<file path="config.mk">
export PLATFORM = sky130hd
export DESIGN_NAME = table_addr_gen
export DESIGN_NICKNAME = d
export VERILOG_FILES = /design/src/dsp_pkg.sv /design/src/table_addr_gen.sv
export VERILOG_INCLUDE_DIRS = /design/src
export SDC_FILE = /design/constraint.sdc
export NUM_CORES = 1
export LEC_CHECK = 0
export BUFFER_PORTS_ARGS = -buffer_cell sky130_fd_sc_hd__buf_4
export CAP_MARGIN = 20
export CORE_MARGIN = 2
export CORE_UTILIZATION = 45
export DETAILED_ROUTE_END_ITERATION = 8
export HOLD_SLACK_MARGIN = 0.12
export PLACE_DENSITY = 0.74
export RECOVER_POWER = 100
export SLEW_MARGIN = 5
export SYNTH_ARGS = -nofsm -noshare
export SYNTH_HDL_FRONTEND = slang
export SYNTH_SLANG_ARGS = --single-unit
</file>
<file path="constraint.sdc">
create_clock -name dspif -period 1.2 [get_ports dspif]
set_input_delay 0.24 -clock dspif [delete_from_list [all_inputs] [get_ports dspif]]
set_output_delay 0.24 -clock dspif [all_outputs]
set_load 0.05 [all_outputs]
</file>
<file path="src/dsp_defines.svh">
`ifndef DSP_DEFINES_SVH
`define DSP_DEFINES_SVH

// one signed q1.15 sample, DAC and ADC side
`define SAMPLE_W 16

// raw table or buffer word, two samples side by side
`define IQ_W (2*`SAMPLE_W)

// envelope tables, all read at one shared address
`define ENV_AW 8

// frequency tables
`define FREQ_AW 4

// acquisition buffer, 64 words
`define ACQ_AW 6

// readout-drive elements summed onto dac_rdrv
`define RDRV_ELEMS 2

`endif

</file>
<file path="src/dsp_pkg.sv">
`default_nettype none

`include "dsp_defines.svh"

package dsp_pkg;

	// one DAC or ADC sample, q1.15
	typedef logic signed [`SAMPLE_W-1:0] sample_t;

	// re in the upper half, im in the lower
	typedef struct packed {
		sample_t re;
		sample_t im;
	} iq_s;

	// freq words read as cos/sin, envelope words as x/y
	typedef union packed {
		logic [`IQ_W-1:0] raw;
		iq_s iq;
	} iq_word_u;

	typedef logic [`ENV_AW-1:0] env_addr_t;
	typedef logic [`FREQ_AW-1:0] freq_addr_t;
	typedef logic [`ACQ_AW-1:0] acq_addr_t;

endpackage

`default_nettype wire

</file>
<file path="src/table_addr_gen.sv">
`timescale 1ns/1ps
`default_nettype none

`include "dsp_defines.svh"

module table_addr_gen (
	input wire dspif,
	input wire arst_n,
	input wire dsp_pkg::freq_addr_t qdrv_freq_sel,
	input wire dsp_pkg::freq_addr_t rdrv_freq_sel [`RDRV_ELEMS],
	output dsp_pkg::env_addr_t env_addr,
	output dsp_pkg::freq_addr_t qdrv_freq_addr,
	output dsp_pkg::freq_addr_t rdrv_freq_addr [`RDRV_ELEMS]
);
	import dsp_pkg::*;

	freq_addr_t qdrv_sel_q;
	freq_addr_t rdrv_sel_q [`RDRV_ELEMS];

	// envelope address free-runs and wraps
	always_ff @(posedge dspif or negedge arst_n) begin
		if (!arst_n) begin
			env_addr <= '0;
		end else begin
			env_addr <= env_addr + 1'b1;
		end
	end

	// two stages on the selects, same as the host register path
	always_ff @(posedge dspif or negedge arst_n) begin
		if (!arst_n) begin
			qdrv_sel_q <= '0;
			qdrv_freq_addr <= '0;
			for (int i = 0; i < `RDRV_ELEMS; i++) begin
				rdrv_sel_q[i] <= '0;
				rdrv_freq_addr[i] <= '0;
			end
		end else begin
			qdrv_sel_q <= qdrv_freq_sel;
			qdrv_freq_addr <= qdrv_sel_q;
			for (int i = 0; i < `RDRV_ELEMS; i++) begin
				rdrv_sel_q[i] <= rdrv_freq_sel[i];
				rdrv_freq_addr[i] <= rdrv_sel_q[i];
			end
		end
	end

	a_env_step: assert property (@(posedge dspif) disable iff (!arst_n)
		$past(arst_n) |-> env_addr == env_addr_t'($past(env_addr) + 1'b1));

endmodule

`default_nettype wire

</file>
**Yosys cells after proc, flatten, opt, wreduce, memory -nomap -nowiden**

Index checks and enable logic that the tools add are counted.

- Bits in registers: 32

- $add $sub $neg: 1

Operators with widths:

| operator | count |
|---|---|
| 8-bit by 1-bit adder with 8-bit output, second input constant | 1 |

**Depth between registers and ports, before layout**

Gate-level depths: netlist (run 1).

- Depth after elaboration: 1
- Gate-level depth with buffers: 3

**Worst setup path after synthesis (run 1)**

Ideal clock, no wire load.

- Path kind: register -> register
- Start point: reg env_addr[0]
- End point: reg env_addr[4]
- Library setup time: 142 ps
- Data arrival time: 1184 ps
- Required time: 1058 ps
- Path slack: -125 ps
- Cell stages (with the launch flop): 4
- Path buffers: 0
- Cells stage by stage: dfrtp_1 -> ha_1 -> nand3_1 -> xnor2_1

- Word-level cells in the longest chain between the ends: 1

Ends and longest elaborated chain:

| element | line | text |
|---|---|---|
| start, declared | table_addr_gen.sv:11 | `output dsp_pkg::env_addr_t env_addr,` |
| start signal, assigned | table_addr_gen.sv:25 | `env_addr <= env_addr + 1'b1;` |
| 8-bit by 1-bit adder with 8-bit output | table_addr_gen.sv:25 |  |

Every way passes these cells.

**Worst setup path in the final report (run 1)**

- Start point: reg env_addr[5]
- End point: out env_addr[5]

No word-level cell between the ends.

==> results of run 1 <==
==> worst max path at each step <==
stage	slack, ns	cells after the start	endpoint
after floorplan	0.06	3	env_addr[6]$_DFF_PN0_
after global placement	0.25	3	env_addr[6]$_DFF_PN0_
after detailed placement	0.24	3	env_addr[4]$_DFF_PN0_
after CTS	0.0006	1	env_addr[0]
after global routing	0.002	1	env_addr[0]
final	0.05	1	env_addr[5]
==> cells by family after synthesis <==
| group | Yosys count | share of synthesized area, % |
|---|---|---|
| XOR/XNOR | 6 | 5.73 |
| adder cells (fa/ha/maj) | 1 | 1.36 |
| buffers and inverters | 1 | 0.409 |
| flip-flops | 32 | 87.3 |
| AND/OR/NAND/NOR | 8 | 5.18 |
==> what timing repair did <==
item / in CTS / in global routing
endpoints found under the setup margin: 4 / 4
setup buffers: 2 / 2
gates resized for setup: 2 / 2
hold buffers: 13 / 0
hold endpoints to repair: 44 / 0
==> state kept, by name, indices dropped and copies added (netlist names) <==
| signal | flops |
|---|---|
| qdrv_sel_q | 4 |
| env_addr | 8 |
| rdrv_sel_q | 8 |
| rdrv_freq_addr | 8 |
| qdrv_freq_addr | 4 |
==> layer usage <==
layer  global-route usage, %  part of all wire [%]
met1                    15.6                    34
met2                    26.4                    58
met3                    5.52                   5.3
met4                    10.0                   2.6
met5                       0                     0
==> stage by stage <==
step	total power, mW	setup slack [ns]	std cells	instance area [um2]
after floorplan	1.22	0.0571	48	925
after global routing	2.01	0.00203	133	1440
after detailed placement	1.31	0.243	108	1210
final	1.91	0.0456	133	1440
after global placement	1.31	0.247	108	1210
after CTS	1.96	0.000610	131	1420
==> area by class of cell <==
cell class | count | area (um2) | area share [%]
tap | 27 | 33.8 | 2.35
inverter | 1 | 3.75 | 0.261
multi-input combinational | 15 | 113 | 7.82
timing repair buffer | 50 | 423 | 29.4
clock buffer | 8 | 58.8 | 4.08
sequential | 32 | 808 | 56.1
==> power groups by stage <==
| stage | registers (mW) | logic, mW | clock network (mW) |
|---|---|---|---|
| after floorplan | 1.22 | 0.0000000531 | 0 |
| after global placement | 1.15 | 0.160 | 0 |
| after detailed placement | 1.15 | 0.163 | 0 |
| after CTS | 1.13 | 0.196 | 0.634 |
| after global routing | 1.13 | 0.203 | 0.673 |
| final | 1.13 | 0.190 | 0.596 |
==> cells in the final DEF (no fill, tap or decap), drive strengths merged <==
| cell | n |
|---|---|
| dfrtp | 32 |
| buf | 25 |
| clkbuf | 20 |
| dlygate4sd3 | 13 |
| xor2 | 3 |
| xnor2 | 3 |
| nand3 | 3 |
| nand2 | 2 |
| nor3 | 1 |
| and3 | 1 |
| nor2 | 1 |
| inv | 1 |
| ha | 1 |
==> impl_metrics.toml, run 1 <==
[power_and_ir_drop]
power_frac_clock_pct = 31.1
swShare_pct = 22.5
p_switching_mw = 0.430
p_leak_nw = 0.693
vdd_drop_max_mv = 0.865
intPower_mw = 1.48
pwr-share-seq_pct = 59.0
combPwrFrac_pct = 9.9
power_density_mw_per_mm2 = 1330

[timing]
clock_skew_ns = 0.00601
max_freq_mhz = 866
rsz0062_at_grt = "false"
worst_slew_pin_slew_ns = 0.371
setup_viol_count_final = 0
setup_tns_ns = 0
hold_viol = 0
min_period_ns = 1.15
fin_crit_sh_pct = 96.2
max_slew_margin_pct = 75.3
holdWs_ns = 0.353
drv_slew = 0

[die]
dieArea_mm2 = 0.00242
chipWidth_um = 49.1
rows = 16
io_pins = 34
start_util_pct = 47.2
core-area_mm2 = 0.00194
die_h_um = 49.1

[detailed_routing]
route.detailed.drc = 0
wirelength_mm = 1.52
vias = 563
ant_nets = 0
viasPerCell = 4.23
drt-initial-drc-count = 2
drt-wirelength-per-cell_um = 11.4
first_pass_iters = 4

[synth]
synth_top_area_share_pct = 87.3
async_flop_share_pct = 100
synth.avg_cell_area_um2 = 19.1
ys_top_cells_by_count = "32 x dfrtp_1, 3 x xnor2_1, 3 x xor2_1"
ys_types = 11
yosys_warnings = 0
yosysTopAreaCell = "dfrtp_1"
netlist_area_um2 = 917
ys_seq_area_share_pct = 87.3
synthesis.instances = 48
ys.flop_type = "dfrtp_1"
synthesis.nets = 63
yosysMostFrequentCell = "dfrtp_1"
synth_area_leaders = "dfrtp_1 87%, xnor2_1 2.9%, xor2_1 2.9%"
synth-edff-count = 0
yosys_register_bits = 32

[critical_path]
crit_path_start_kind = "flop"
reg2reg_slack_ns = 0.11
reg2regPathDepth = 4
worst-path-buf-inv = 1
startpoint = "env_addr[5]$_DFF_PN0_"
crit_type = "reg -> out"
r2r-end = "env_addr[4]$_DFF_PN0_"
r2r_start = "env_addr[0]$_DFF_PN0_"
crit_path_end_kind = "output port"
cp_top_family = "flip-flops"
cp.arrival_ns = 0.91
max_stage_delay_ns = 0.44
crit_fanout = 4
crit_required_ns = 0.96
slowest_stage = "dfrtp_2"
crit_chain = "buf_6"

[global_routing]
grt_antenna_before_repair = 0
grt_max_degree = 33
grt_overflow_total = 0
track_usage_pct = 15.4
grt_pass1_vias = 587
grt_pass1_wl_mm = 2.57

[placement]
place.gp.congestion = 0.730
numPortBuffers = 33

[final_layout]
fill_cells = 131
nNetsFinal = 120
layout-drive-gt1-share_pct = 48.1
fin_util_pct = 74.2
antennaDiodeCount = 0
syn2layout_area_growth_pct = 57.0

[outcome]
outcome = "complete, no violations"

[clock_tree]
cts_buffers = 5
insertion_delay_ns = 0.31
clk_path_buf_depth = 2
cts_tree = "done"
path_clk_slew_ns = 0.09
htree_levels = 2
clockRootBuffer = "clkbuf_4"
clock-sinks = 32

[worst_hold_path]
hp-start = "rdrv_sel_q[4]$_DFF_PN0_"
hold_end = "rdrv_freq_addr[4]$_DFF_PN0_"
hold_path.class = "reg -> reg"
hold_path_depth = 0

[job]
drv_cap = 0
(Power assumes the default switching activity.)
==> inputs of run 2 (changes only) <==
--- a/config.mk
+++ b/config.mk
@@ -15,5 +15,4 @@
 export PLACE_DENSITY = 0.74
 export RECOVER_POWER = 100
-export SLEW_MARGIN = 5
 export SYNTH_ARGS = -nofsm -noshare
 export SYNTH_HDL_FRONTEND = slang
==> constraint.sdc (replaced) <==
create_clock -name dspif -period 1.2 [get_ports dspif]
set_input_delay 0.06 -clock dspif [delete_from_list [all_inputs] [get_ports dspif]]
set_output_delay 0.06 -clock dspif [all_outputs]
set_load 0.05 [all_outputs]
==> impl_metrics.toml, run 2 (synthesis gave the netlist of run 1 again) <==
[final_layout]
reg_top3 = "env_addr: 8 flops, rdrv_freq_addr: 8 flops, rdrv_sel_q: 8 flops"
nNetsFinal = 116
fill_cells = 155
layout-drive-gt1-share_pct = 45.1
syn2layout_area_growth_pct = 45.8
antennaDiodeCount = 0
layout_common_cells = "26 x dfrtp_1, 21 x clkbuf_2, 17 x clkbuf_4"
stdcell_area_mm2 = 0.00134
final_common_cell = "dfrtp_1"
instances_no_fill = 129

[die]
start_util_pct = 47.2
dieArea_mm2 = 0.00242
core-area_mm2 = 0.00194
die_h_um = 49.1
io_pins = 34
rows = 16
chipWidth_um = 49.1

[clock_tree]
clk_path_buf_depth = 2
ctsResizeCount = 0
path_clk_slew_ns = 0.10
insertion_delay_ns = 0.32
cts_tree = "done"
post_cts_buffers = 0
clockRootBuffer = "clkbuf_4"
htree_levels = 2
cts_buffers = 5
clock-sinks = 32
cts_hold_buf = 13

[timing]
drv_slew = 0
rsz0062_at_grt = "false"
setup_tns_ns = 0
clock_skew_ns = 0.0117
fin_crit_sh_pct = 90.1
holdWs_ns = 0.330
worst_slew_pin_slew_ns = 0.725
hold_viol = 0
max_slew_margin_pct = 51.7
max_freq_mhz = 925
setup_viol_count_final = 0
min_period_ns = 1.08

[critical_path]
crit_path_start_kind = "flop"
slowest_stage = "dfrtp_2"
r2r-end = "env_addr[7]$_DFF_PN0_"
crit_fanout = 5
crit_required_ns = 1.14
crit_chain = "clkbuf_2"
max_stage_delay_ns = 0.42
r2r_start = "env_addr[2]$_DFF_PN0_"
cp.arrival_ns = 1.02
crit_type = "reg -> out"
cp.depth = 1
crit_path_end_kind = "output port"
reg2reg_slack_ns = 0.17
reg2regPathDepth = 3
cp_top_family = "flip-flops"
worst-path-buf-inv = 1

[power_and_ir_drop]
intPower_mw = 1.47
swShare_pct = 22.9
power_frac_clock_pct = 31.6
pwr-share-seq_pct = 59.2
p_switching_mw = 0.436
power_density_mw_per_mm2 = 1430
power_mw = 1.91
p_leak_nw = 0.654
combPwrFrac_pct = 9.2
vdd_drop_max_mv = 0.978

[detailed_routing]
wirelength_mm = 1.42
vias = 541
ant_nets = 0
route.detailed.drc = 0
drt-wirelength-per-cell_um = 11.0
first_pass_iters = 2
drt-initial-drc-count = 2
viasPerCell = 4.19

[global_routing]
grt_pass1_wl_mm = 2.46
grt_overflow_total = 0
track_usage_pct = 14.6
grt_antenna_before_repair = 0
grt_pass1_vias = 557
grt_max_degree = 33

[placement]
dpl_cell_area_mm2 = 0.00121
numPortBuffers = 33
dp.cells = 108
place.gp.congestion = 0.730

[worst_hold_path]
hold_path.class = "in -> async"

[outcome]
outcome = "complete, no violations"

[job]
drv_cap = 0
run 2: per-layer routing:
layer	share of wire, %	global-route usage (%)	vias up
li1	-	-	254
met1	35	15.6	265
met2	56	23.9	17
met3	5.6	5.52	5
met4	2.7	10.0	0
met5	0	0	-
run 2: cell type report:
| type | instances | area (um2) | share of cell area, % |
|---|---|---|---|
| Sequential cell | 32 | 808 | 60.4 |
| Multi-Input combinational cell | 15 | 108 | 8.04 |
| Timing Repair Buffer | 46 | 325 | 24.3 |
| Tap cell | 27 | 33.8 | 2.53 |
| Clock buffer | 8 | 58.8 | 4.40 |
| Inverter | 1 | 3.75 | 0.281 |
run 2: power by group through the flow:
stage	combinational (mW)	sequential [mW]	clock [mW]
6_report	0.176	1.13	0.602
5_1_grt	0.189	1.13	0.680
4_1_cts	0.196	1.13	0.634
3_5_place_dp	0.163	1.15	0
3_3_place_gp	0.160	1.15	0
2_1_floorplan	0.0000000531	1.22	0
run 2: through the flow:
step,utilization [%],setup WS (ns)
floorplan,-,0.0571
global placement,62.1,0.247
detailed placement,62.1,0.243
CTS,71.8,0.160
global route,68.9,0.0722
finish,68.9,0.118
run 2: worst max-delay path by stage:
stage                                from                     to  slack [ns]
finish              env_addr[3]$_DFF_PN0_            env_addr[3]        0.12
global route        env_addr[6]$_DFF_PN0_            env_addr[6]        0.07
CTS                 env_addr[2]$_DFF_PN0_            env_addr[2]        0.16
detailed placement  env_addr[0]$_DFF_PN0_  env_addr[4]$_DFF_PN0_        0.24
global placement    env_addr[0]$_DFF_PN0_  env_addr[6]$_DFF_PN0_        0.25
floorplan           env_addr[0]$_DFF_PN0_  env_addr[6]$_DFF_PN0_        0.06
run 2: worst reg2reg max path, cell delays in order, from the launching register on:
cell and delay [ns]:
dfrtp_2 0.41, nand3_1 0.17, nor3_2 0.23, xor2_1 0.16
==> inputs of run 3 (changes only) <==
clock period = 1.1 ns   (was 1.2 ns; I/O delays follow)
==> impl_metrics.toml, run 3 (synthesis gave the netlist of run 1 again) <==
[outcome]
outcome = "complete, no violations"

[power_and_ir_drop]
p_leak_nw = 0.662
power_density_mw_per_mm2 = 1520
vdd_drop_max_mv = 1.06

[detailed_routing]
vias = 532
drt-wirelength-per-cell_um = 10.9
drt-initial-drc-count = 4
wirelength_mm = 1.41
viasPerCell = 4.12
route.detailed.drc = 0
ant_nets = 0
first_pass_iters = 4

[critical_path]
r2r_start = "env_addr[0]$_DFF_PN0_"
cp_top_family = "flip-flops"
r2r-end = "env_addr[6]$_DFF_PN0_"
worst-path-buf-inv = 1
reg2regPathDepth = 3
crit_required_ns = 1.04
crit_path_start_kind = "flop"
crit_fanout = 5
crit_path_end_kind = "output port"
crit_type = "reg -> out"
max_stage_delay_ns = 0.45
slowest_stage = "dfrtp_2"
reg2reg_slack_ns = 0.11
crit_chain = "clkbuf_4"
cp.arrival_ns = 0.96

[die]
io_pins = 34
die_h_um = 49.1
start_util_pct = 47.2
rows = 16
chipWidth_um = 49.1
core-area_mm2 = 0.00194
dieArea_mm2 = 0.00242

[final_layout]
layout-drive-gt1-share_pct = 48.0
fill_cells = 158
reg_top3 = "env_addr: 8 flops, rdrv_freq_addr: 8 flops, rdrv_sel_q: 8 flops"
stdcell_area_mm2 = 0.00136
instances_no_fill = 129
fin_util_pct = 70.0
antennaDiodeCount = 0
multi_input_area_um2 = 108
syn2layout_area_growth_pct = 48.2
seq_area_um2 = 810
nNetsFinal = 116
layout_common_cells = "25 x dfrtp_1, 24 x clkbuf_4, 13 x dlygate4sd3_1, 13 x clkbuf_2, 7 x dfrtp_2"
final_common_cell = "dfrtp_1"

[timing]
max_freq_mhz = 982
holdWs_ns = 0.348
setup_viol_count_final = 0
clock_skew_ns = 0.00187
setup_tns_ns = 0
max_slew_margin_pct = 51.5
fin_crit_sh_pct = 92.6
drv_slew = 0
hold_viol = 0
rsz0062_at_grt = "false"
worst_slew_pin_slew_ns = 0.728
min_period_ns = 1.02

[global_routing]
grt_overflow_total = 0
grt_antenna_before_repair = 0
grt_pass1_vias = 566
track_usage_pct = 13.9
grt_pass1_wl_mm = 2.44
grt_max_degree = 33

[clock_tree]
clock-sinks = 32
cts_buffers = 5
path_clk_slew_ns = 0.09
ctsResizeCount = 0
cts_tree = "done"
clk_path_buf_depth = 2
insertion_delay_ns = 0.30
clockRootBuffer = "clkbuf_4"
htree_levels = 2

[placement]
numPortBuffers = 33
place.gp.congestion = 0.699
dpl_cell_area_mm2 = 0.00122
dp.cells = 108

[job]
drv_cap = 0

[worst_hold_path]
hold_path.class = "in -> async"
-- run 3: repair_timing --
item / 4_1_cts / 5_1_grt
hold buffers: 13 / 0
buffers inserted: 0 / 0
hold endpoints to repair: 44 / 0
-- run 3: worst max path at each step --
stage	startpoint	endpoint	slack (ns)	cells after the start
after CTS	env_addr[0]$_DFF_PN0_	env_addr[0]	0.07	1
after detailed placement	env_addr[0]$_DFF_PN0_	env_addr[7]$_DFF_PN0_	0.17	3
final	env_addr[2]$_DFF_PN0_	env_addr[2]	0.08	1
after floorplan	env_addr[0]$_DFF_PN0_	env_addr[4]$_DFF_PN0_	0.01	3
after global placement	env_addr[2]$_DFF_PN0_	env_addr[7]$_DFF_PN0_	0.20	3
after global routing	env_addr[0]$_DFF_PN0_	env_addr[4]$_DFF_PN0_	0.03	3
-- run 3: layout make-up --
cell class                 count  share of cell area (%)
clock buffer                   6                    3.78
timing repair buffer          46                    25.2
sequential                    32                    59.6
tap                           27                    2.49
clock inverter                 2                   0.737
inverter                       1                   0.276
multi-input combinational     15                    7.92
-- run 3: power by group --
part           switching, mW  internal [mW]
registers             0.0107           1.22
clock network          0.339          0.303
logic                  0.123         0.0700
-- run 3: routing by layer --
layer / share of wire (%) / GRT usage (%)
met5: 0 / 0
met4: 0 / 4.29
met3: 4.2 / 4.60
met2: 56 / 25.5
met1: 40 / 15.0
-- run 3: worst register-to-register path: stages (launching register included) --
cell     delay, ns
dfrtp_2       0.43
ha_1          0.25
nand3_1       0.11
xnor2_1       0.12
-- run 3: per-stage QoR --
stage | power, mW | setup slack, ns
6_report | 2.07 | 0.0818
5_1_grt | 2.17 | 0.0331
4_1_cts | 2.12 | 0.0738
3_5_place_dp | 1.43 | 0.169
3_3_place_gp | 1.43 | 0.203
2_1_floorplan | 1.33 | 0.0105
